File: config.mk
export PLATFORM = sky130hd
export DESIGN_NAME = scalar_core
export DESIGN_NICKNAME = d
export VERILOG_FILES = /design/src/design/core_pkg.sv /design/src/design/isa_pkg.sv /design/src/design/exec_unit.sv /design/src/design/prog_counter.sv /design/src/design/reg_file.sv /design/src/design/run_ctrl.sv /design/src/design/scalar_core.sv
export SDC_FILE = /design/constraint.sdc
export NUM_CORES = 1
export LEC_CHECK = 0
export ABC_AREA = 0
export BUFFER_PORTS_ARGS = -buffer_cell sky130_fd_sc_hd__clkbuf_2
export CORE_ASPECT_RATIO = 1.75
export CORE_MARGIN = 5
export CORE_UTILIZATION = 60
export DETAILED_ROUTE_END_ITERATION = 16
export HOLD_SLACK_MARGIN = 0.06
export PLACE_DENSITY_LB_ADDON = 0.2
export SLEW_MARGIN = 20
export SYNTH_ARGS = -nofsm -noshare
export SYNTH_HDL_FRONTEND = slang
export SYNTH_SLANG_ARGS = --single-unit
File: constraint.sdc
create_clock -name clock -period 19.1 [get_ports clock]
set_input_delay 3.82 -clock clock [delete_from_list [all_inputs] [get_ports clock]]
set_output_delay 3.82 -clock clock [all_outputs]
set_load 0.01 [all_outputs]
File: src/design/core_pkg.sv
/*
 * Datapath widths and word types of the scalar core.
 * Imported by the register file, the execute unit, the program counter
 * and the top level.
 */

package core_pkg;

	localparam int DATA_WIDTH = 32;
	localparam int REG_IDX_WIDTH = 4;
	localparam int PC_WIDTH = 8;
	localparam int INSTR_WIDTH = 32;

	// Register count follows from the index width
	localparam int NUM_REGS = 1 << REG_IDX_WIDTH;

	typedef logic [DATA_WIDTH-1:0] data_t;
	typedef logic [REG_IDX_WIDTH-1:0] reg_idx_t;
	typedef logic [PC_WIDTH-1:0] pc_t;
	typedef logic [INSTR_WIDTH-1:0] instr_t;

endpackage

File: src/design/isa_pkg.sv
/*
 * Instruction set of the scalar core: field positions, opcode type
 * and opcode values. Opcodes outside 0 to 11 execute as no-operations.
 */

package isa_pkg;

	typedef logic [3:0] opcode_t;

	//////////////////////////////
	// Field positions from the MSB down
	//////////////////////////////
	localparam int OPC_LSB = 28;
	localparam int DST_LSB = 24;
	localparam int SRC1_LSB = 20;
	localparam int SRC2_LSB = 16;
	localparam int IMM_LSB = 0;
	localparam int IMM_WIDTH = 16;

	// Shift amount taken from the low bits of src2
	localparam int SHAMT_WIDTH = 5;

	//////////////////////////////
	// Opcodes
	//////////////////////////////
	localparam opcode_t OP_ADD = 4'd0;
	localparam opcode_t OP_SUB = 4'd1;
	localparam opcode_t OP_AND = 4'd2;
	localparam opcode_t OP_OR = 4'd3;
	localparam opcode_t OP_XOR = 4'd4;
	localparam opcode_t OP_SHL = 4'd5;
	localparam opcode_t OP_SHR = 4'd6;
	localparam opcode_t OP_ADDI = 4'd7;
	localparam opcode_t OP_MOVI = 4'd8;
	localparam opcode_t OP_BEQ = 4'd9;
	localparam opcode_t OP_JMP = 4'd10;
	localparam opcode_t OP_HALT = 4'd11;

endpackage

File: src/design/exec_unit.sv
/*
 * Execute unit: instruction register, field decode, integer ALU and
 * branch decision. The ALU value lands in the result register at the
 * end of the execute phase and stays there through write-back.
 */

`timescale 1ns/10ps

module exec_unit (
	input	logic				clock,
	input	logic				reset,
	input	logic				instr_capture,
	input	logic				result_capture,
	input	core_pkg::instr_t	imem_data,
	input	core_pkg::data_t	rdata1,
	input	core_pkg::data_t	rdata2,
	output	core_pkg::reg_idx_t	raddr1,
	output	core_pkg::reg_idx_t	raddr2,
	output	core_pkg::reg_idx_t	dst,
	output	core_pkg::data_t	result,
	output	core_pkg::pc_t		target,
	output	logic				writes_reg,
	output	logic				branch_taken,
	output	logic				is_halt
);

	import core_pkg::*;
	import isa_pkg::*;

	instr_t instr_q;
	data_t result_q;
	opcode_t opcode;
	logic [IMM_WIDTH-1:0] imm;
	data_t imm_sext;
	data_t imm_zext;
	logic [SHAMT_WIDTH-1:0] shamt;
	data_t alu;

	always_ff @(posedge clock) begin
		if (reset) begin
			instr_q <= '0;
		end else if (instr_capture) begin
			instr_q <= imem_data;
		end
	end

	//////////////////////////////
	// Decode
	//////////////////////////////
	assign opcode = instr_q[OPC_LSB +: $bits(opcode_t)];
	assign dst = instr_q[DST_LSB +: $bits(reg_idx_t)];
	assign raddr1 = instr_q[SRC1_LSB +: $bits(reg_idx_t)];
	assign raddr2 = instr_q[SRC2_LSB +: $bits(reg_idx_t)];
	assign imm = instr_q[IMM_LSB +: IMM_WIDTH];
	assign imm_sext = {{(DATA_WIDTH-IMM_WIDTH){imm[IMM_WIDTH-1]}}, imm};
	assign imm_zext = {{(DATA_WIDTH-IMM_WIDTH){1'b0}}, imm};
	assign shamt = rdata2[SHAMT_WIDTH-1:0];
	assign target = imm[$bits(pc_t)-1:0];

	//////////////////////////////
	// ALU
	//////////////////////////////
	always_comb begin
		alu = '0;
		writes_reg = 1'b1;
		case (opcode)
			OP_ADD:		alu = rdata1 + rdata2;
			OP_SUB:		alu = rdata1 - rdata2;
			OP_AND:		alu = rdata1 & rdata2;
			OP_OR:		alu = rdata1 | rdata2;
			OP_XOR:		alu = rdata1 ^ rdata2;
			OP_SHL:		alu = rdata1 << shamt;
			OP_SHR:		alu = rdata1 >> shamt;
			OP_ADDI:	alu = rdata1 + imm_sext;
			OP_MOVI:	alu = imm_zext;
			default:	writes_reg = 1'b0;
		endcase
	end

	// Decision is needed inside execute to steer the counter
	assign branch_taken = (opcode == OP_JMP) || (opcode == OP_BEQ && rdata1 == rdata2);
	assign is_halt = (opcode == OP_HALT);

	always_ff @(posedge clock) begin
		if (reset) begin
			result_q <= '0;
		end else if (result_capture) begin
			result_q <= alu;
		end
	end

	assign result = result_q;

endmodule

File: src/design/prog_counter.sv
/*
 * Program address counter. Loads the start address when a run begins,
 * steps by one after each instruction, or takes a branch target.
 */

`timescale 1ns/10ps

module prog_counter #(
	parameter core_pkg::pc_t START_ADDR = '0
) (
	input	logic			clock,
	input	logic			reset,
	input	logic			pc_start,
	input	logic			pc_advance,
	input	logic			pc_load,
	input	core_pkg::pc_t	target,
	output	core_pkg::pc_t	pc
);

	import core_pkg::*;

	pc_t pc_next;

	// Wraps from 255 back to 0
	always_comb begin
		pc_next = pc;
		if (pc_start) begin
			pc_next = START_ADDR;
		end else if (pc_load) begin
			pc_next = target;
		end else if (pc_advance) begin
			pc_next = pc + 1'b1;
		end
	end

	always_ff @(posedge clock) begin
		if (reset) begin
			pc <= '0;
		end else begin
			pc <= pc_next;
		end
	end

	assert property (@(posedge clock) disable iff (reset) !(pc_advance && pc_load));

endmodule

File: src/design/reg_file.sv
/*
 * Scalar register file with two combinational read ports and one
 * write port. Register 0 is hardwired to zero.
 */

`timescale 1ns/10ps

module reg_file (
	input	logic				clock,
	input	logic				reset,
	input	logic				we,
	input	core_pkg::reg_idx_t	waddr,
	input	core_pkg::data_t	wdata,
	input	core_pkg::reg_idx_t	raddr1,
	input	core_pkg::reg_idx_t	raddr2,
	output	core_pkg::data_t	rdata1,
	output	core_pkg::data_t	rdata2
);

	import core_pkg::*;

	// No storage behind r0
	data_t regs [1:NUM_REGS-1];

	function automatic data_t read_port(input reg_idx_t addr);
		if (addr == '0) begin
			return '0;
		end
		return regs[addr];
	endfunction

	always_ff @(posedge clock) begin
		if (reset) begin
			for (int i = 1; i < NUM_REGS; i++) begin
				regs[i] <= '0;
			end
		end else if (we && waddr != '0) begin
			regs[waddr] <= wdata;
		end
	end

	assign rdata1 = read_port(raddr1);
	assign rdata2 = read_port(raddr2);

endmodule

File: src/design/run_ctrl.sv
/*
 * Phase sequencer of the scalar core. Steps one instruction at a time
 * through fetch, decode, execute and an optional write-back, and parks
 * in a halted phase after HALT until reset.
 */

`timescale 1ns/10ps

module run_ctrl (
	input	logic	clock,
	input	logic	reset,
	input	logic	start,
	input	logic	writes_reg,
	input	logic	branch_taken,
	input	logic	is_halt,
	input	logic	wb_ready,
	output	logic	imem_re,
	output	logic	instr_capture,
	output	logic	result_capture,
	output	logic	pc_start,
	output	logic	pc_advance,
	output	logic	pc_load,
	output	logic	wb_valid,
	output	logic	halted
);

	typedef enum logic [2:0] {
		IDLE,
		FETCH,
		DECODE,
		EXECUTE,
		WRITE,
		HALTED
	} phase_t;

	phase_t phase;
	phase_t phase_next;

	always_ff @(posedge clock) begin
		if (reset) begin
			phase <= IDLE;
		end else begin
			phase <= phase_next;
		end
	end

	//////////////////////////////
	// Strobes and next phase
	//////////////////////////////
	always_comb begin
		phase_next = phase;
		imem_re = 1'b0;
		instr_capture = 1'b0;
		result_capture = 1'b0;
		pc_start = 1'b0;
		pc_advance = 1'b0;
		pc_load = 1'b0;
		wb_valid = 1'b0;
		halted = 1'b0;
		case (phase)
			IDLE: begin
				pc_start = start;
				if (start) begin
					phase_next = FETCH;
				end
			end
			FETCH: begin
				imem_re = 1'b1;
				phase_next = DECODE;
			end
			DECODE: begin
				instr_capture = 1'b1;
				phase_next = EXECUTE;
			end
			EXECUTE: begin
				result_capture = 1'b1;
				if (is_halt) begin
					phase_next = HALTED;
				end else if (writes_reg) begin
					phase_next = WRITE;
				end else begin
					// Branches, jumps and no-ops go straight back to fetch
					pc_load = branch_taken;
					pc_advance = !branch_taken;
					phase_next = FETCH;
				end
			end
			WRITE: begin
				wb_valid = 1'b1;
				if (wb_ready) begin
					pc_advance = 1'b1;
					phase_next = FETCH;
				end
			end
			HALTED: begin
				halted = 1'b1;
			end
			default: begin
				phase_next = IDLE;
			end
		endcase
	end

	// A pending record is never withdrawn
	assert property (@(posedge clock) disable iff (reset)
		wb_valid && !wb_ready |=> wb_valid);

endmodule

File: src/design/scalar_core.sv
/*
 * Top level of the multicycle scalar core. Fetches from an external
 * instruction memory with a one-cycle read, executes one instruction
 * at a time and streams every register write out through valid/ready.
 */

`timescale 1ns/10ps

module scalar_core #(
	parameter core_pkg::pc_t START_ADDR = '0
) (
	input	logic				clock,
	input	logic				reset,
	input	logic				start,
	output	logic				imem_re,
	output	core_pkg::pc_t		imem_addr,
	input	core_pkg::instr_t	imem_data,
	output	logic				wb_valid,
	input	logic				wb_ready,
	output	core_pkg::reg_idx_t	wb_index,
	output	core_pkg::data_t	wb_data,
	output	logic				halted
);

	import core_pkg::*;

	logic instr_capture;
	logic result_capture;
	logic pc_start;
	logic pc_advance;
	logic pc_load;
	logic writes_reg;
	logic branch_taken;
	logic is_halt;
	logic rf_we;

	pc_t pc;
	pc_t target;
	reg_idx_t raddr1;
	reg_idx_t raddr2;
	reg_idx_t dst;
	data_t rdata1;
	data_t rdata2;
	data_t result;

	//////////////////////////////
	// Control
	//////////////////////////////
	run_ctrl u_run_ctrl (
		.clock			(clock),
		.reset			(reset),
		.start			(start),
		.writes_reg		(writes_reg),
		.branch_taken	(branch_taken),
		.is_halt		(is_halt),
		.wb_ready		(wb_ready),
		.imem_re		(imem_re),
		.instr_capture	(instr_capture),
		.result_capture	(result_capture),
		.pc_start		(pc_start),
		.pc_advance		(pc_advance),
		.pc_load		(pc_load),
		.wb_valid		(wb_valid),
		.halted			(halted)
	);

	prog_counter #(
		.START_ADDR		(START_ADDR)
	) u_prog_counter (
		.clock			(clock),
		.reset			(reset),
		.pc_start		(pc_start),
		.pc_advance		(pc_advance),
		.pc_load		(pc_load),
		.target			(target),
		.pc				(pc)
	);

	assign imem_addr = pc;

	//////////////////////////////
	// Datapath
	//////////////////////////////
	// Register write happens on the handshake itself
	assign rf_we = wb_valid & wb_ready;

	reg_file u_reg_file (
		.clock			(clock),
		.reset			(reset),
		.we				(rf_we),
		.waddr			(dst),
		.wdata			(result),
		.raddr1			(raddr1),
		.raddr2			(raddr2),
		.rdata1			(rdata1),
		.rdata2			(rdata2)
	);

	exec_unit u_exec_unit (
		.clock			(clock),
		.reset			(reset),
		.instr_capture	(instr_capture),
		.result_capture	(result_capture),
		.imem_data		(imem_data),
		.rdata1			(rdata1),
		.rdata2			(rdata2),
		.raddr1			(raddr1),
		.raddr2			(raddr2),
		.dst			(dst),
		.result			(result),
		.target			(target),
		.writes_reg		(writes_reg),
		.branch_taken	(branch_taken),
		.is_halt		(is_halt)
	);

	assign wb_index = dst;
	assign wb_data = result;

	// Record payload holds while the consumer stalls
	assert property (@(posedge clock) disable iff (reset)
		wb_valid && !wb_ready |=> $stable(wb_index) && $stable(wb_data));

endmodule

# After elaboration in Yosys (flattened, before gate mapping)
# Memories as Yosys holds them, arrays and structs flattened. A register that Yosys moved wholly into a read port is not among the register bits.
# Index checks and enable logic that the tools add are counted.
# totals
reg_bits,75
mem_bits_rw,480
in_bits,36
elab_cells,89
memories,1
# mem_list
memory,depth,word_bits,rd,rd_clocked_by_memory_dff,write_ports,line_no,text
u_reg_file.regs,15,32,2,2,15,reg_file.sv:23,data_t regs [1:NUM_REGS-1];
# op_classes
n_addsub,4
eq_ne,19
shifts,2
mux,40
n_bitwise,5
n_reduce_logical,14
# op_table
cell,n
$pmux 32 s9,1
$mux 32,5
$add 32x32->32,2
$and 32x32->32,1
$eq 32x32->1,1
$or 32x32->32,1
$reduce_or 32->1,1
$shl 32x5->32,1
$shr 32x5->32,1
$sub 32x32->32,1
$xor 32x32->32,1
$mux 1,21
$mux 4,5
$pmux 3 s6,1
$eq 4x3->1 const B,4
$eq 4x4->1 const B,4
$mux 8,2
$logic_not 4->1,3
$mux 3,4
$reduce_or 9->1,1
$add 8x1->8 const B,1
$eq 4x2->1 const B,2
$eq 3x2->1 const B,2
$eq 3x3->1 const B,2
14 further kinds,16

# Logic depth before layout (Yosys ltp)
# Gate-level depths: netlist (run 1).
# logic_depth
depth_word,12
depth_mapped,25
mapped_depth_nobuf,19

# By module
# A second synthesis (run 1) with hierarchy kept.
# unflattened
hier_cells,3398
area_unflattened_um2,37572.3
# by_module_without_submodules
module,n_inst,cells_each,area_each_um2
reg_file,1,1777,25570.8
exec_unit,1,1541,11295.8
prog_counter,1,49,445.4
run_ctrl,1,30,254.0
scalar_core,1,1,6.3

# Worst setup path after synthesis (run 1)
# Ideal clock, no wire load.
# synth_path
path_kind,reg2reg
start,register (tool-made name)
end,register u_exec_unit.result_q[20] (netlist: u_exec_unit.result[20])
setup_time_ns,0.130
t_arrival_ns,5.967
required_ns,18.970
setup_slack_ns,13.003
stages_incl_launch_ff,23
path_buffers,6
synth_period_minus_slack_ns,6.097
cell_sequence,dfxtp_1 -> buf_4 -> buf_6 -> buf_4 -> buf_2 -> buf_2 -> buf_1 -> mux4_2 -> mux4_2 -> nand2_1 -> inv_1 -> ha_1 -> and3b_1 -> o21ai_1 -> a32oi_1 -> a2111oi_0 -> nor2_1 -> a311o_1 -> a221oi_1 -> xnor2_1 -> a221o_1 -> a2111oi_2 -> a21oi_1
# synth_rtl
item,line_no,text
to (signal assigned),exec_unit.sv:88,result_q <= alu;
to (decl),exec_unit.sv:31,data_t result_q;

==> results.cfg, run 1 <==
[global_route]
globalRouteOverflowTotal = 0
number_of_antenna_violations_at_the_first_check_in_global_routing = 4
globalRouteTotalUtil_pct = 40.8
grt_pass1_wl_um = 211000
grt_max_degree = 97
vias_in_the_first_global_route = 31100

[logic_synthesis]
synth_enable_flop_cells = 512
number_of_standard_cells_after_synthesis = 3477
synth_cell_types = 102
synthFlopType = sky130_fd_sc_hd__edfxtp_1
synth_sequential_area_ratio_pct = 43.4
synth-warning-count = 0
synthArstFlopShare_pct = 0
mappedNetlistArea_um2 = 39200
number_of_flip_flops_and_latches_in_the_synthesized_netlist = 595
syn-mean-instance-area_um2 = 11.3

[power_and_ir_drop]
p_leak_nw = 15.5
worst_ir_drop_vdd_v = 0.000105
share_comb_of_total_power_pct = 38.7
powerDensity_nw_per_um2 = 103
power.switching_fraction_pct = 38.9
p_switching_mw = 1.68
power.internal_mw = 2.63
total_power_mw = 4.31
clkPwrFrac_pct = 25.7
power.share.sequential_pct = 35.6

[detailed_routing]
route.antenna.remaining_nets = 0
routedWlPerCell_um = 34.0
first_pass_detailed_route_iteration_total = 6
wl_met2_um = 70100
route.detailed.drc = 0
met1_length_um = 47600
met3WireLength_um = 14800
drt_first_iter_violations = 4047
dr.max_layer_used = met5
total_number_of_vias = 31100
routed_wl_um = 146000
vias_per_cell = 7.24

[placed_design]
place_area_um2 = 40200
placement.io_buffers = 82
pre_cts_worst_setup_slack_ps = 11910
dp_hpwl_um = 106000
placed_cells_incl_taps = 4199
place_congestion = 1.07

[sta]
final.min_clock_period_ps = 7210
rsz_0062_raised_after_global_routing = false
layout_setup_ws_ps = 11890
achievable-frequency_mhz = 139
hold_slack_ps = 483
worst-slew-pin-transition_ps = 1280
setup_viol = 0
totalNegativeSetupSlack_ps = 0
timing.max_slew.rel_slack_pct = 14.5
hold_viol = 0
fin_crit_sh_pct = 37.7
finClkSkew_ps = 18.5
timing.final.max_slew_violations = 0

[final_layout]
seq_area_um2 = 17100
finish.utilization_pct = 64.4
final_net_count = 3598
fin_cells = 4297
layout.cells.most_common = sky130_fd_sc_hd__edfxtp_1
final_cell_mix = sky130_fd_sc_hd__edfxtp_1, sky130_fd_sc_hd__and2_1, sky130_fd_sc_hd__nand2_1
insertedDiodeCount = 0
combined_area_of_the_multi_input_logic_cells_um2 = 20800
syn2layout_area_growth_pct = 6.99
final.fill_count = 5046
final_layout_size_suffix_gt1_share_pct = 17.3
stdcell_area_um2 = 42000

[cts]
cts_made_buffers = 55
clock-sinks = 595
clk-insertion-delay-late_ps = 640
cts-htree-levels = 2
clkSlewWorstSetupHoldPaths_ps = 70
tritoncts = built
cts_hold_buffers = 0
cts_max_path_buffers = 3
cts_root_buffer_type = sky130_fd_sc_hd__clkbuf_16
post_cts_resized = 0
cts_setup_buffers = 0

[critical_path]
worstPathRequired_ps = 19660
rrSetupSlack_ps = 11890
end_kind = flop
setup.worst_path.end = u_exec_unit.result[28]$_SDFFE_PP0P_
timing.reg2reg.worst_path_depth = 21
worstReg2RegEnd = u_exec_unit.result[28]$_SDFFE_PP0P_
timing.critical_path.fanout_max = 71
path_class = flop to flop
cp_data_arrival_time_ps = 7770
cp-start-kind = flop

[die]
core.rowCount = 124
design.die.area_um2 = 70800
die_w_um = 203
die_height_um = 348
core_region_area_um2 = 65200
floorplan.initialDensity_pct = 60.2
ioPinCount = 83

[status]
outcome = complete, no violations

[worst_hold_path]
worst_min_path_class = flop to flop
hold_path_startpoint = u_exec_unit.instr_q[11]$_SDFFE_PP0N_

[job]
max_cap_viol_count = 0
## worst min path at each step
stage / endpoint / cells after the start
floorplan: u_exec_unit.instr_q[14]$_SDFFE_PP0N_ / 2
CTS: u_exec_unit.instr_q[11]$_SDFFE_PP0N_ / 2
finish: u_exec_unit.instr_q[11]$_SDFFE_PP0N_ / 2
global route: u_exec_unit.instr_q[11]$_SDFFE_PP0N_ / 2
global placement: u_exec_unit.instr_q[11]$_SDFFE_PP0N_ / 2
detailed placement: u_exec_unit.instr_q[11]$_SDFFE_PP0N_ / 2
## routing by layer
layer	GRT usage, %	vias up
met5	0	-
met4	29.1	2
met3	8.42	640
met2	67.4	2231
met1	47.2	15300
li1	-	13000
## area by class of cell
cell class | instances | area share (%)
clock buffer | 66 | 3.38
inverter | 99 | 0.885
sequential | 595 | 40.6
timing repair buffer | 161 | 2.44
multi-input combinational | 2525 | 49.5
clock inverter | 32 | 0.733
tap | 819 | 2.44
## sequential cells by signal (all words and copies together), names as in the netlist, named ones only
name and cells:
u_reg_file.regs 512, u_exec_unit.instr_q 32, u_exec_unit.result 32, u_prog_counter.pc 8, u_run_ctrl.phase 3
## cell usage after synthesis, drive strengths merged, types with 18 or more instances
cell	n	area share, %
dfxtp	83	4.2
nor3	52	0.66
mux4	247	14
clkbuf	189	1.8
a21o	32	0.61
nor2	178	1.7
nor2b	26	0.41
o21ai	151	1.9
a22oi	52	1.0
xnor2	33	0.74
nand2b	22	0.35
o211ai	36	0.69
or2	22	0.35
a31oi	22	0.35
a21oi	193	2.5
ha	123	3.9
and2	491	7.8
a221oi	26	0.70
mux2i	157	4.0
nand2	256	2.5
o22ai	38	0.64
nand4	18	0.29
edfxtp	512	39
mux2	25	0.73
buf	100	1.7
inv	98	0.94
nand3	32	0.41
a211oi	33	0.64
## worst max-delay path: stages (launching register included)
cell and delay (ps):
sky130_fd_sc_hd__dfxtp_4 670, sky130_fd_sc_hd__buf_4 920, sky130_fd_sc_hd__mux4_2 420, sky130_fd_sc_hd__mux2i_1 120, sky130_fd_sc_hd__o22ai_4 460, sky130_fd_sc_hd__inv_2 40
sky130_fd_sc_hd__buf_4 310, sky130_fd_sc_hd__a21oi_1 230, sky130_fd_sc_hd__ha_1 230, sky130_fd_sc_hd__inv_1 80, sky130_fd_sc_hd__fa_1 460, sky130_fd_sc_hd__nor2b_1 160
sky130_fd_sc_hd__o31a_1 190, sky130_fd_sc_hd__o21a_1 150, sky130_fd_sc_hd__o21ai_0 130, sky130_fd_sc_hd__or3_1 360, sky130_fd_sc_hd__a311oi_1 550, sky130_fd_sc_hd__nor4_1 200
sky130_fd_sc_hd__o31ai_2 620, sky130_fd_sc_hd__a31oi_1 290, sky130_fd_sc_hd__xor2_1 230, sky130_fd_sc_hd__o31ai_1 210
## cell families (layout without fill, tap and decap cells)
logic type                 Yosys count  count (layout)  synth area share (%)
xor gates and xnor gates            44              44                 0.982
AOI/OAI and AO/OA                  735             735                  12.5
muxes                              429             429                  19.0
other                                1              32               0.00956
and+or+nand+nor                   1160            1160                  15.6
DFF                                595             595                  43.4
adders and majority gates          125             125                  4.03
buffers and inverters              388             358                  4.42
## power groups by stage
stage	registers [mW]	clock network [mW]	logic, mW
final	1.54	1.11	1.67
after detailed placement	1.56	0	1.60
after floorplan	1.51	0	1.11
after global placement	1.56	0	1.59
after CTS	1.53	1.11	1.60
after global routing	1.54	1.16	1.73
No activity file was read; power rests on OpenSTA's default activity.
==> run 2: changes to the inputs <==
==> constraint.sdc (replaced) <==
create_clock -name clock -period 6.8 [get_ports clock]
set_input_delay 1.36 -clock clock [delete_from_list [all_inputs] [get_ports clock]]
set_output_delay 1.36 -clock clock [all_outputs]
set_load 0.01 [all_outputs]
==> results.cfg, run 2 (synthesis results as in run 1) <==
[status]
outcome = complete, no violations

[worst_hold_path]
worst_min_path_class = flop to flop
hold_path_startpoint = u_exec_unit.instr_q[19]$_SDFFE_PP0N_
hold_path_depth = 2

[die]
core_region_area_um2 = 65200
ioPinCount = 83
die_w_um = 203
design.die.area_um2 = 70800
die_height_um = 348
core.rowCount = 124
floorplan.initialDensity_pct = 60.2

[final_layout]
fin_cells = 4354
syn2layout_area_growth_pct = 8.28
final_layout_size_suffix_gt1_share_pct = 18.5
final_cell_mix = sky130_fd_sc_hd__edfxtp_1, sky130_fd_sc_hd__and2_1, sky130_fd_sc_hd__nand2_1
layout.cells.most_common = sky130_fd_sc_hd__edfxtp_1
final_net_count = 3644
largest_register_ff_count = 512
stdcell_area_um2 = 42500
max_flop_register = u_reg_file.regs

[power_and_ir_drop]
power.internal_mw = 7.56
worst_ir_drop_vdd_v = 0.000272
clkPwrFrac_pct = 25.9
p_switching_mw = 4.82
power.share.sequential_pct = 34.9
p_leak_nw = 15.7
power.switching_fraction_pct = 38.9
powerDensity_nw_per_um2 = 291
share_comb_of_total_power_pct = 39.2

[cts]
cts-htree-levels = 2
clkSlewWorstSetupHoldPaths_ps = 70
post_cts_resized = 0
cts_root_buffer_type = sky130_fd_sc_hd__clkbuf_16
cts_made_buffers = 55
cts_hold_buffers = 0
clk-insertion-delay-late_ps = 660
clock-sinks = 595
tritoncts = built
cts_setup_buffers = 0
cts_max_path_buffers = 3

[detailed_routing]
vias_per_cell = 7.26
first_pass_detailed_route_iteration_total = 8
drt_first_iter_violations = 4204
route.antenna.remaining_nets = 0
routed_wl_um = 151000
total_number_of_vias = 31600
route.detailed.drc = 0
routedWlPerCell_um = 34.7

[job]
max_cap_viol_count = 0

[sta]
finClkSkew_ps = 33.0
hold_viol = 0
rsz_0062_raised_after_global_routing = false
achievable-frequency_mhz = 159
final.min_clock_period_ps = 6310
fin_crit_sh_pct = 92.8
worst-slew-pin-transition_ps = 1250
setup_viol = 0
timing.final.max_slew_violations = 0
timing.max_slew.rel_slack_pct = 16.8
totalNegativeSetupSlack_ps = 0

[critical_path]
timing.critical_path.fanout_max = 45
worstReg2RegEnd = u_exec_unit.result[27]$_SDFFE_PP0P_
end_kind = flop
rrSetupSlack_ps = 490
timing.reg2reg.worst_path_depth = 19
path_class = flop to flop
worstPathRequired_ps = 7320
cp_data_arrival_time_ps = 6820
cp-start-kind = flop

[global_route]
vias_in_the_first_global_route = 31900
grt_pass1_wl_um = 217000
globalRouteOverflowTotal = 0
number_of_antenna_violations_at_the_first_check_in_global_routing = 10
grt_max_degree = 55
globalRouteTotalUtil_pct = 42.0

[placed_design]
place_area_um2 = 40600
placed_cells_incl_taps = 4245
placement.io_buffers = 82
place_congestion = 1.09
dp_hpwl_um = 105000
[run 2: changes by cell type in the layout (fill, tap and decap cells not counted), sizes merged]
cell | previous run | this run
clkinv | 20 | 18
bufinv | 4 | 6
clkinvlp | 4 | 3
buf | 79 | 125
clkbuf | 148 | 152
diode | 0 | 8
[run 2: power groups by stage]
| stage | Combinational (mW) | Sequential [mW] | Clock, mW |
|---|---|---|---|
| after floorplan | 3.12 | 4.24 | 0 |
| after global placement | 4.62 | 4.38 | 0 |
| after detailed placement | 4.64 | 4.39 | 0 |
| after CTS | 4.66 | 4.32 | 3.20 |
| after global routing | 5.05 | 4.34 | 3.35 |
| final | 4.85 | 4.32 | 3.20 |
[run 2: metrics by stage]
stage / worst slack (ps) / power (mW) / hold WS, ps / util (%)
after CTS: 618 / 12.2 / 512 / 65.1
final: 492 / 12.4 / 508 / 65.2
after global routing: 230 / 12.7 / 536 / 65.2
after global placement: 672 / 9.00 / 481 / 62.3
after floorplan: 703 / 7.36 / 447 / -
after detailed placement: 663 / 9.04 / 496 / 62.4
[run 2: worst max-delay path by stage]
stage	end	depth (start not counted)	slack, ps	from
floorplan	u_exec_unit.result[20]$_SDFFE_PP0P_	22	700	flop
global placement	u_exec_unit.result[27]$_SDFFE_PP0P_	19	670	flop
detailed placement	u_exec_unit.result[27]$_SDFFE_PP0P_	19	660	flop
CTS	u_exec_unit.result[27]$_SDFFE_PP0P_	19	620	flop
global route	u_exec_unit.result[27]$_SDFFE_PP0P_	19	230	flop
finish	u_exec_unit.result[27]$_SDFFE_PP0P_	19	490	flop
[run 2: cell type report]
class | instances | area, um2
sequential | 595 | 17100
tap | 819 | 1020
timing repair buffer | 207 | 1420
antenna | 8 | 20.0
inverter | 99 | 372
clock inverter | 31 | 354
fill | 4978 | 22700
multi-input combinational | 2525 | 20800
clock buffer | 70 | 1440
[run 2: layer usage]
metal / vias up / routed length (um) / global-route usage (%)
met5: - / 54 / 0.549
met4: 6 / 13600 / 31.1
met3: 649 / 15100 / 8.81
met2: 2258 / 74200 / 70.5
met1: 15700 / 48200 / 47.1
li1: 13100 / - / -
[run 2: critical path, cell delays in order, from the launching register on]
cell and delay (ps):
sky130_fd_sc_hd__dfxtp_4 920, sky130_fd_sc_hd__buf_12 360, sky130_fd_sc_hd__buf_12 370, sky130_fd_sc_hd__mux2i_1 140, sky130_fd_sc_hd__a22oi_1 190, sky130_fd_sc_hd__nand3_1 170, sky130_fd_sc_hd__nand2_1 290, sky130_fd_sc_hd__inv_1 80
sky130_fd_sc_hd__ha_1 380, sky130_fd_sc_hd__nor2_1 120, sky130_fd_sc_hd__nand2_1 70, sky130_fd_sc_hd__nor3_1 390, sky130_fd_sc_hd__a2bb2oi_1 200, sky130_fd_sc_hd__o21ai_0 420, sky130_fd_sc_hd__a21oi_1 250, sky130_fd_sc_hd__o311ai_0 700
sky130_fd_sc_hd__nand2_1 150, sky130_fd_sc_hd__xnor2_1 180, sky130_fd_sc_hd__a221oi_1 510, sky130_fd_sc_hd__o211ai_1 140
